===== config.mk =====
export PLATFORM = sky130hd
export DESIGN_NAME = conf_ctrl
export DESIGN_NICKNAME = d
export VERILOG_FILES = /design/src/common/conf_pkg.sv /design/src/conf_mem/conf_mem.sv /design/src/conf_reg/conf_reg_file.sv /design/src/source/conf_ctrl.sv
export SDC_FILE = /design/constraint.sdc
export NUM_CORES = 2
export LEC_CHECK = 0
export ABC_AREA = 1
export BUFFER_PORTS_ARGS = -buffer_cell sky130_fd_sc_hd__buf_4
export CAP_MARGIN = 25
export CORE_MARGIN = 8
export CORE_UTILIZATION = 65
export CTS_BUF_LIST = sky130_fd_sc_hd__clkbuf_8
export CTS_CLUSTER_SIZE = 28
export DETAILED_ROUTE_END_ITERATION = 16
export GPL_TIMING_DRIVEN = 0
export PLACE_DENSITY = 0.79
export SYNTH_ARGS = -nofsm -noshare
export SYNTH_HDL_FRONTEND = slang
export SYNTH_SLANG_ARGS = --single-unit
export TNS_END_PERCENT = 50

===== constraint.sdc =====
create_clock -name clk -period 10.4 [get_ports clk]
set_clock_uncertainty 0.15 [all_clocks]
set_input_delay 1.04 -clock clk [delete_from_list [all_inputs] [get_ports clk]]
set_output_delay 1.04 -clock clk [all_outputs]
set_load 0.01 [all_outputs]

===== src/common/conf_pkg.sv =====
`default_nettype none

package conf_pkg;

   // control bus
   localparam int ADDR_W = 8;
   localparam int DATA_W = 32;

   // functional unit counts
   localparam int N_ALU   = 2;
   localparam int N_MUL   = 2;
   localparam int N_BS    = 1;
   localparam int N_UNITS = N_ALU + N_MUL + N_BS;

   // unit index order on the bus is alu, mul, bs
   localparam int ALU_BASE = 0;
   localparam int MUL_BASE = ALU_BASE + N_ALU;
   localparam int BS_BASE  = MUL_BASE + N_MUL;

   // field widths
   localparam int SEL_W     = 5;
   localparam int ALU_FNS_W = 4;
   localparam int MUL_FNS_W = 2;
   localparam int BS_FNS_W  = 2;

   // address layout
   localparam int REGION_W = 2;
   localparam int UNIT_W   = 4;
   localparam int FIELD_W  = 2;
   localparam int MSLOT_W  = ADDR_W - REGION_W;

   localparam logic [REGION_W-1:0] REG_REGION = 2'd0;
   localparam logic [REGION_W-1:0] CMD_REGION = 2'd1;
   localparam logic [REGION_W-1:0] MEM_REGION = 2'd2;

   // command slot that wipes the bank
   localparam logic [MSLOT_W-1:0] CLEAR_SLOT = '0;

   localparam logic [FIELD_W-1:0] FIELD_SEL_A = 2'd0;
   localparam logic [FIELD_W-1:0] FIELD_SEL_B = 2'd1;
   localparam logic [FIELD_W-1:0] FIELD_FNS   = 2'd2;

   typedef struct packed {
      logic [SEL_W-1:0]     sel_a;
      logic [SEL_W-1:0]     sel_b;
      logic [ALU_FNS_W-1:0] fns;
   } alu_conf_t;

   typedef struct packed {
      logic [SEL_W-1:0]     sel_a;
      logic [SEL_W-1:0]     sel_b;
      logic [MUL_FNS_W-1:0] fns;
   } mul_conf_t;

   typedef struct packed {
      logic [SEL_W-1:0]    sel_data;
      logic [SEL_W-1:0]    sel_shift;
      logic [BS_FNS_W-1:0] fns;
   } bs_conf_t;

   // flat word to the data engine, also the memory slot format
   typedef struct packed {
      alu_conf_t [N_ALU-1:0] alu;
      mul_conf_t [N_MUL-1:0] mul;
      bs_conf_t  [N_BS-1:0]  bs;
   } conf_word_t;

   typedef struct packed {
      logic              valid;
      logic              we;
      logic [ADDR_W-1:0] addr;
      logic [DATA_W-1:0] data;
   } ctr_req_t;

   typedef struct packed {
      logic [REGION_W-1:0] region;
      logic [UNIT_W-1:0]   unit;
      logic [FIELD_W-1:0]  field;
   } reg_addr_t;

   typedef struct packed {
      logic [REGION_W-1:0] region;
      logic [MSLOT_W-1:0]  slot;
   } mem_addr_t;

   // same address byte, register view or memory/command view
   typedef union packed {
      reg_addr_t reg_v;
      mem_addr_t mem_v;
   } conf_addr_u;

endpackage

`default_nettype wire


===== src/conf_mem/conf_mem.sv =====
`timescale 1ns/1ps
`default_nettype none

module conf_mem import conf_pkg::*; #(
   parameter int MEM_SLOTS = 16
) (
   input  logic                         clk,
   input  logic                         rst_n,
   input  logic                         save,
   input  logic                         load,
   input  logic [$clog2(MEM_SLOTS)-1:0] slot,
   input  conf_word_t                   conf_in,
   output conf_word_t                   ld_word,
   output logic                         ld_strobe
);

   conf_word_t mem_q [MEM_SLOTS];

   // slots start out empty so a load before any save gives zero
   always_ff @(posedge clk) begin
      if (!rst_n) begin
         for (int i = 0; i < MEM_SLOTS; i++) begin
            mem_q[i] <= '0;
         end
      end else if (save) begin
         mem_q[slot] <= conf_in;
      end
   end

   // synchronous read, word valid together with the strobe
   always_ff @(posedge clk) begin
      if (load) begin
         ld_word <= mem_q[slot];
      end
   end

   always_ff @(posedge clk) begin
      if (!rst_n) begin
         ld_strobe <= 1'b0;
      end else begin
         ld_strobe <= load;
      end
   end

endmodule

`default_nettype wire


===== src/conf_reg/conf_reg_file.sv =====
`timescale 1ns/1ps
`default_nettype none

module conf_reg_file import conf_pkg::*; (
   input  logic              clk,
   input  logic              rst_n,
   input  logic              field_wr,
   input  logic [UNIT_W-1:0] unit,
   input  logic [FIELD_W-1:0] field,
   input  logic [DATA_W-1:0] wdata,
   input  logic              clear,
   input  logic              ld_strobe,
   input  conf_word_t        ld_word,
   output conf_word_t        conf_out
);

   conf_word_t conf_q;
   conf_word_t wr_word;

   // current word with the addressed field replaced
   always_comb begin
      wr_word = conf_q;

      for (int i = 0; i < N_ALU; i++) begin
         if (int'(unit) == ALU_BASE + i) begin
            case (field)
               FIELD_SEL_A: wr_word.alu[i].sel_a = wdata[SEL_W-1:0];
               FIELD_SEL_B: wr_word.alu[i].sel_b = wdata[SEL_W-1:0];
               FIELD_FNS:   wr_word.alu[i].fns   = wdata[ALU_FNS_W-1:0];
               default: ;
            endcase
         end
      end

      for (int i = 0; i < N_MUL; i++) begin
         if (int'(unit) == MUL_BASE + i) begin
            case (field)
               FIELD_SEL_A: wr_word.mul[i].sel_a = wdata[SEL_W-1:0];
               FIELD_SEL_B: wr_word.mul[i].sel_b = wdata[SEL_W-1:0];
               FIELD_FNS:   wr_word.mul[i].fns   = wdata[MUL_FNS_W-1:0];
               default: ;
            endcase
         end
      end

      // shifter: first select is the data input, second the shift amount
      for (int i = 0; i < N_BS; i++) begin
         if (int'(unit) == BS_BASE + i) begin
            case (field)
               FIELD_SEL_A: wr_word.bs[i].sel_data  = wdata[SEL_W-1:0];
               FIELD_SEL_B: wr_word.bs[i].sel_shift = wdata[SEL_W-1:0];
               FIELD_FNS:   wr_word.bs[i].fns       = wdata[BS_FNS_W-1:0];
               default: ;
            endcase
         end
      end
   end

   // memory load beats a bus write landing in the same cycle
   always_ff @(posedge clk) begin
      if (!rst_n) begin
         conf_q <= '0;
      end else if (ld_strobe) begin
         conf_q <= ld_word;
      end else if (clear) begin
         conf_q <= '0;
      end else if (field_wr) begin
         conf_q <= wr_word;
      end
   end

   assign conf_out = conf_q;

endmodule

`default_nettype wire


===== src/source/conf_ctrl.sv =====
`timescale 1ns/1ps
`default_nettype none

module conf_ctrl import conf_pkg::*; #(
   parameter int MEM_SLOTS = 16
) (
   input  logic       clk,
   input  logic       rst_n,
   input  ctr_req_t   ctr,
   output conf_word_t conf_out
);

   localparam int SLOT_W = $clog2(MEM_SLOTS);

   conf_addr_u        addr;
   logic              acc_wr;
   logic              acc_rd;
   logic              unit_ok;
   logic              field_ok;
   logic              slot_ok;
   logic              field_wr;
   logic              clear;
   logic              save;
   logic              load;
   logic [SLOT_W-1:0] slot;
   logic              ld_strobe;
   conf_word_t        ld_word;

   assign addr   = ctr.addr;
   assign acc_wr = ctr.valid & ctr.we;
   assign acc_rd = ctr.valid & ~ctr.we;

   // range checks on the two address views
   assign unit_ok  = (int'(addr.reg_v.unit) < N_UNITS);
   assign field_ok = (addr.reg_v.field <= FIELD_FNS);
   assign slot_ok  = (int'(addr.mem_v.slot) < MEM_SLOTS);

   assign slot = addr.mem_v.slot[SLOT_W-1:0];

   // one strobe at most per access, region 3 falls through
   always_comb begin
      field_wr = 1'b0;
      clear    = 1'b0;
      save     = 1'b0;
      load     = 1'b0;
      case (addr.reg_v.region)
         REG_REGION: field_wr = acc_wr & unit_ok & field_ok;
         CMD_REGION: clear = acc_wr & (addr.mem_v.slot == CLEAR_SLOT);
         MEM_REGION: begin
            save = acc_wr & slot_ok;
            load = acc_rd & slot_ok;
         end
         default: ;
      endcase
   end

   conf_reg_file i_conf_reg_file (
      .clk       (clk),
      .rst_n     (rst_n),
      .field_wr  (field_wr),
      .unit      (addr.reg_v.unit),
      .field     (addr.reg_v.field),
      .wdata     (ctr.data),
      .clear     (clear),
      .ld_strobe (ld_strobe),
      .ld_word   (ld_word),
      .conf_out  (conf_out)
   );

   conf_mem #(
      .MEM_SLOTS (MEM_SLOTS)
   ) i_conf_mem (
      .clk       (clk),
      .rst_n     (rst_n),
      .save      (save),
      .load      (load),
      .slot      (slot),
      .conf_in   (conf_out),
      .ld_word   (ld_word),
      .ld_strobe (ld_strobe)
   );

endmodule

`default_nettype wire


==> impl_metrics.env <==
export IMPL_cp_endpoint="i_conf_mem.mem_q[8][10]"
export IMPL_powerDensity_nw_per_um2=173.0
export IMPL_synth_area_leaders="edfxtp_1 (69%), nor2_1 (9.0%), a22oi_1 (8.1%)"
export IMPL_vias=36290
export IMPL_dp_cells=5214
export IMPL_maxCapViolCount=0
export IMPL_critical_path_class="in -> reg"
export IMPL_syn2layout_area_growth_pct=12.43
export IMPL_drt_pass1_iter_count=7
export IMPL_wl_per_cell_um=27.54
export IMPL_clock_latency_ns=0.85
export IMPL_period_needed_ns=3.797
export IMPL_critPathLaunch="ctr[37]"
export IMPL_syn_area_per_cell_um2=11.49
export IMPL_dpl_hpwl_mm=99.73
export IMPL_synth_fp_nets=4184
export IMPL_end_kind="flip-flop"
export IMPL_grt_pass1_vias=34670
export IMPL_yosysMostFrequentCell="nor2_1"
export IMPL_hold_slack_ns=0.3987
export IMPL_outcome="finished, final reports clean"
export IMPL_rrSetupSlack_ns=7.51
export IMPL_cp_slowest_cell="clkbuf_1"
export IMPL_max_stage_delay_ns=0.54
export IMPL_synth_top_area_cell="edfxtp_1"
export IMPL_io_pins=108
export IMPL_grt_total_usage_pct=36.31
export IMPL_ys_seq_elements=1153
export IMPL_finalCritPeriodShare_pct=36.51
export IMPL_cp_top_family="simple AND/OR/NAND/NOR gates"
export IMPL_cts_htree_levels=4
export IMPL_cts_resized=0
export IMPL_core_area_um2=72710
export IMPL_worstMarginPinSlew_ns=1.238
export IMPL_yosysUniqueCellTypes=25
export IMPL_ant_nets=0
export IMPL_cts_setup_buffers=0
export IMPL_nNetsFinal=4485
export IMPL_globalplace_congestion=0.9104
export IMPL_vdd_drop_max_mv=0.1174
export IMPL_row_count=99
export IMPL_drtIter0Drc=6393
export IMPL_synthFlopType="edfxtp_1"
export IMPL_drive_gt1_share_pct=9.675
export IMPL_via_per_inst=6.534
export IMPL_fillers=4667
export IMPL_hold_class="reg -> reg"
export IMPL_die_x_um=286.5
export IMPL_ys_warn_count=0
export IMPL_pre_cts_slack_ns=6.010
export IMPL_seq_area_frac_synth_pct=71.45
export IMPL_hold_violations=0
export IMPL_routed_wl_mm=153.0
export IMPL_drc=0
export IMPL_grt_pass1_wl_mm=218.2
export IMPL_hold_buffers=0
export IMPL_cts_buffer_depth=3
export IMPL_cp_depth=11
export IMPL_drv_slew=0
export IMPL_synth_top_area_share_pct=68.71
export IMPL_cts_inserted_buffers=174
export IMPL_r2r_start="i_conf_mem.ld_strobe"
export IMPL_clockRootBuffer="clkbuf_8"
export IMPL_cts_num_sinks=1153
export IMPL_cts_reportedPaths_clkPinSlew_ns=0.06
export IMPL_instances_no_fill=5554
export IMPL_r2r_end="i_conf_reg_file.conf_out[27]"
export IMPL_antenna_found_initial=4
export IMPL_worst_setup_path_start_kind="input pin"
export IMPL_cp_cell_sequence="buf_4, inv_1, nand2_1, nor2_1, nand3_1, nor2_1, nand2_1, clkbuf_1, buf_2, nand2_4, buf_12"
export IMPL_synth_area_um2=47550
export IMPL_finalInstanceArea_um2=53460
export IMPL_overflow=0
export IMPL_cts_tree="done"
export IMPL_async_reset_ff_share_pct=0
export IMPL_rr_worst_depth=7
export IMPL_io_buffers=80
export IMPL_slew_headroom_pct=17.46
export IMPL_syn_inst=4140
export IMPL_dieArea_um2=82060
export IMPL_synth_edf_count=1088
export IMPL_p_leak_nw=18.85
export IMPL_clock_fmax_mhz=263.4
export IMPL_finalSetupViolations=0
export IMPL_grt_setup_unrepaired="no"
export IMPL_fin_ws_ns=6.603
export IMPL_synth_common_cells="nor2_1 (1135), edfxtp_1 (1088), nand2_1 (747)"
export IMPL_cp_num_buf_inv=5
export IMPL_crit_path_max_fanout=33
export IMPL_grt_max_degree=51
export IMPL_fin_util_pct=73.52
export IMPL_start_util_pct=65.39
export IMPL_worstPathRequired_ns=10.75
export IMPL_placed_cell_area_um2=50110
export IMPL_arrival_ns=4.15
export IMPL_fp_dieH_um=286.5
-- cells by family (layout without fill, tap and decap cells) --
family	after synthesis	count (layout)	synth area share, %
and+or+nand+nor	1966	1966	15.97
DFF	1153	1153	71.45
buffers and inverters	420	869	3.526
other	0	6	0
AOI/OAI and AO/OA	601	601	9.052
-- flip-flops by register name (all words and copies together) (netlist names) --
signal,cells
i_conf_reg_file.conf_out,64
i_conf_mem.ld_word,64
i_conf_mem.ld_strobe,1
i_conf_mem.mem_q,1024
-- area by class of cell --
type / instances / area (um2) / share of cell area [%]
Clock inverter: 141 / 684.4 / 1.280
Sequential cell: 1153 / 33970 / 63.55
Tap cell: 959 / 1200 / 2.244
Clock buffer: 183 / 2519 / 4.711
Buffer: 344 / 1391 / 2.603
Multi-Input combinational cell: 2567 / 12030 / 22.49
Inverter: 76 / 285.3 / 0.5336
Timing Repair Buffer: 125 / 1368 / 2.558
Antenna cell: 6 / 15.01 / 0.02809
-- cell usage in the layout (no fill, tap or decap), types with 6 or more instances in the layout --
master and n:
buf_2 71, buf_1 17, buf_16 14, nand4_1 65, nand3_1 7, nor2_1 1135
a21oi_1 42, buf_6 8, inv_1 114, nand2_1 731, clkinv_2 13, o21ai_0 28
clkinvlp_4 6, clkbuf_1 254, buf_8 13, edfxtp_1 1088, nand2_4 16, o21ai_1 15
diode_2 6, buf_4 90, dfxtp_1 65, clkbuf_8 183, a22oi_1 512, clkinv_1 70
-- worst min-delay path by stage --
stage                            startpoint                      endpoint  cells past startpoint
6_report       i_conf_reg_file.conf_out[15]  i_conf_reg_file.conf_out[15]                      2
4_1_cts                             ctr[40]        i_conf_mem.ld_word[55]                      2
3_3_place_gp   i_conf_reg_file.conf_out[57]  i_conf_reg_file.conf_out[57]                      2
5_1_grt                             ctr[40]        i_conf_mem.ld_word[55]                      2
3_5_place_dp    i_conf_reg_file.conf_out[0]   i_conf_reg_file.conf_out[0]                      2
2_1_floorplan  i_conf_reg_file.conf_out[14]  i_conf_reg_file.conf_out[14]                      2
-- metal layers --
layer	share of wire [%]	GRT usage, %	vias up
li1	-	-	15170
met1	33	46.12	17200
met2	44	53.92	3304
met3	17	13.10	613
met4	6.4	21.10	8
met5	0.036	0.05949	-
-- through the flow --
stage / total power [W] / setup TNS [ns]
after global placement: 0.005808 / -201.38
after global routing: 0.009427 / 0
after CTS: 0.009178 / 0
after floorplan: 0.005601 / 0
after detailed placement: 0.005832 / 0
final: 0.009246 / 0
-- report_power, final --
| part | switching [W] | internal, W | leakage (nW) | total, W |
|---|---|---|---|---|
| logic | 0.000396 | 0.000125 | 5.29 | 0.000521 |
| clock network | 0.00177 | 0.00171 | 1.89 | 0.00348 |
| registers | 0.0000430 | 0.00520 | 11.7 | 0.00525 |
| total | 0.00221 | 0.00704 | 18.9 | 0.00925 |
-- worst reg2reg max path: cells and delay by family, from the launching register on --
| family | cells | cell delay [ns] |
|---|---|---|
| flip-flops | 1 | 0.31 |
| AO/OA/AOI/OAI | 1 | 0.21 |
| AND/OR/NAND/NOR | 3 | 0.84 |
| buffers and inverters | 3 | 1.29 |
Power figures use the tool's default switching activity.
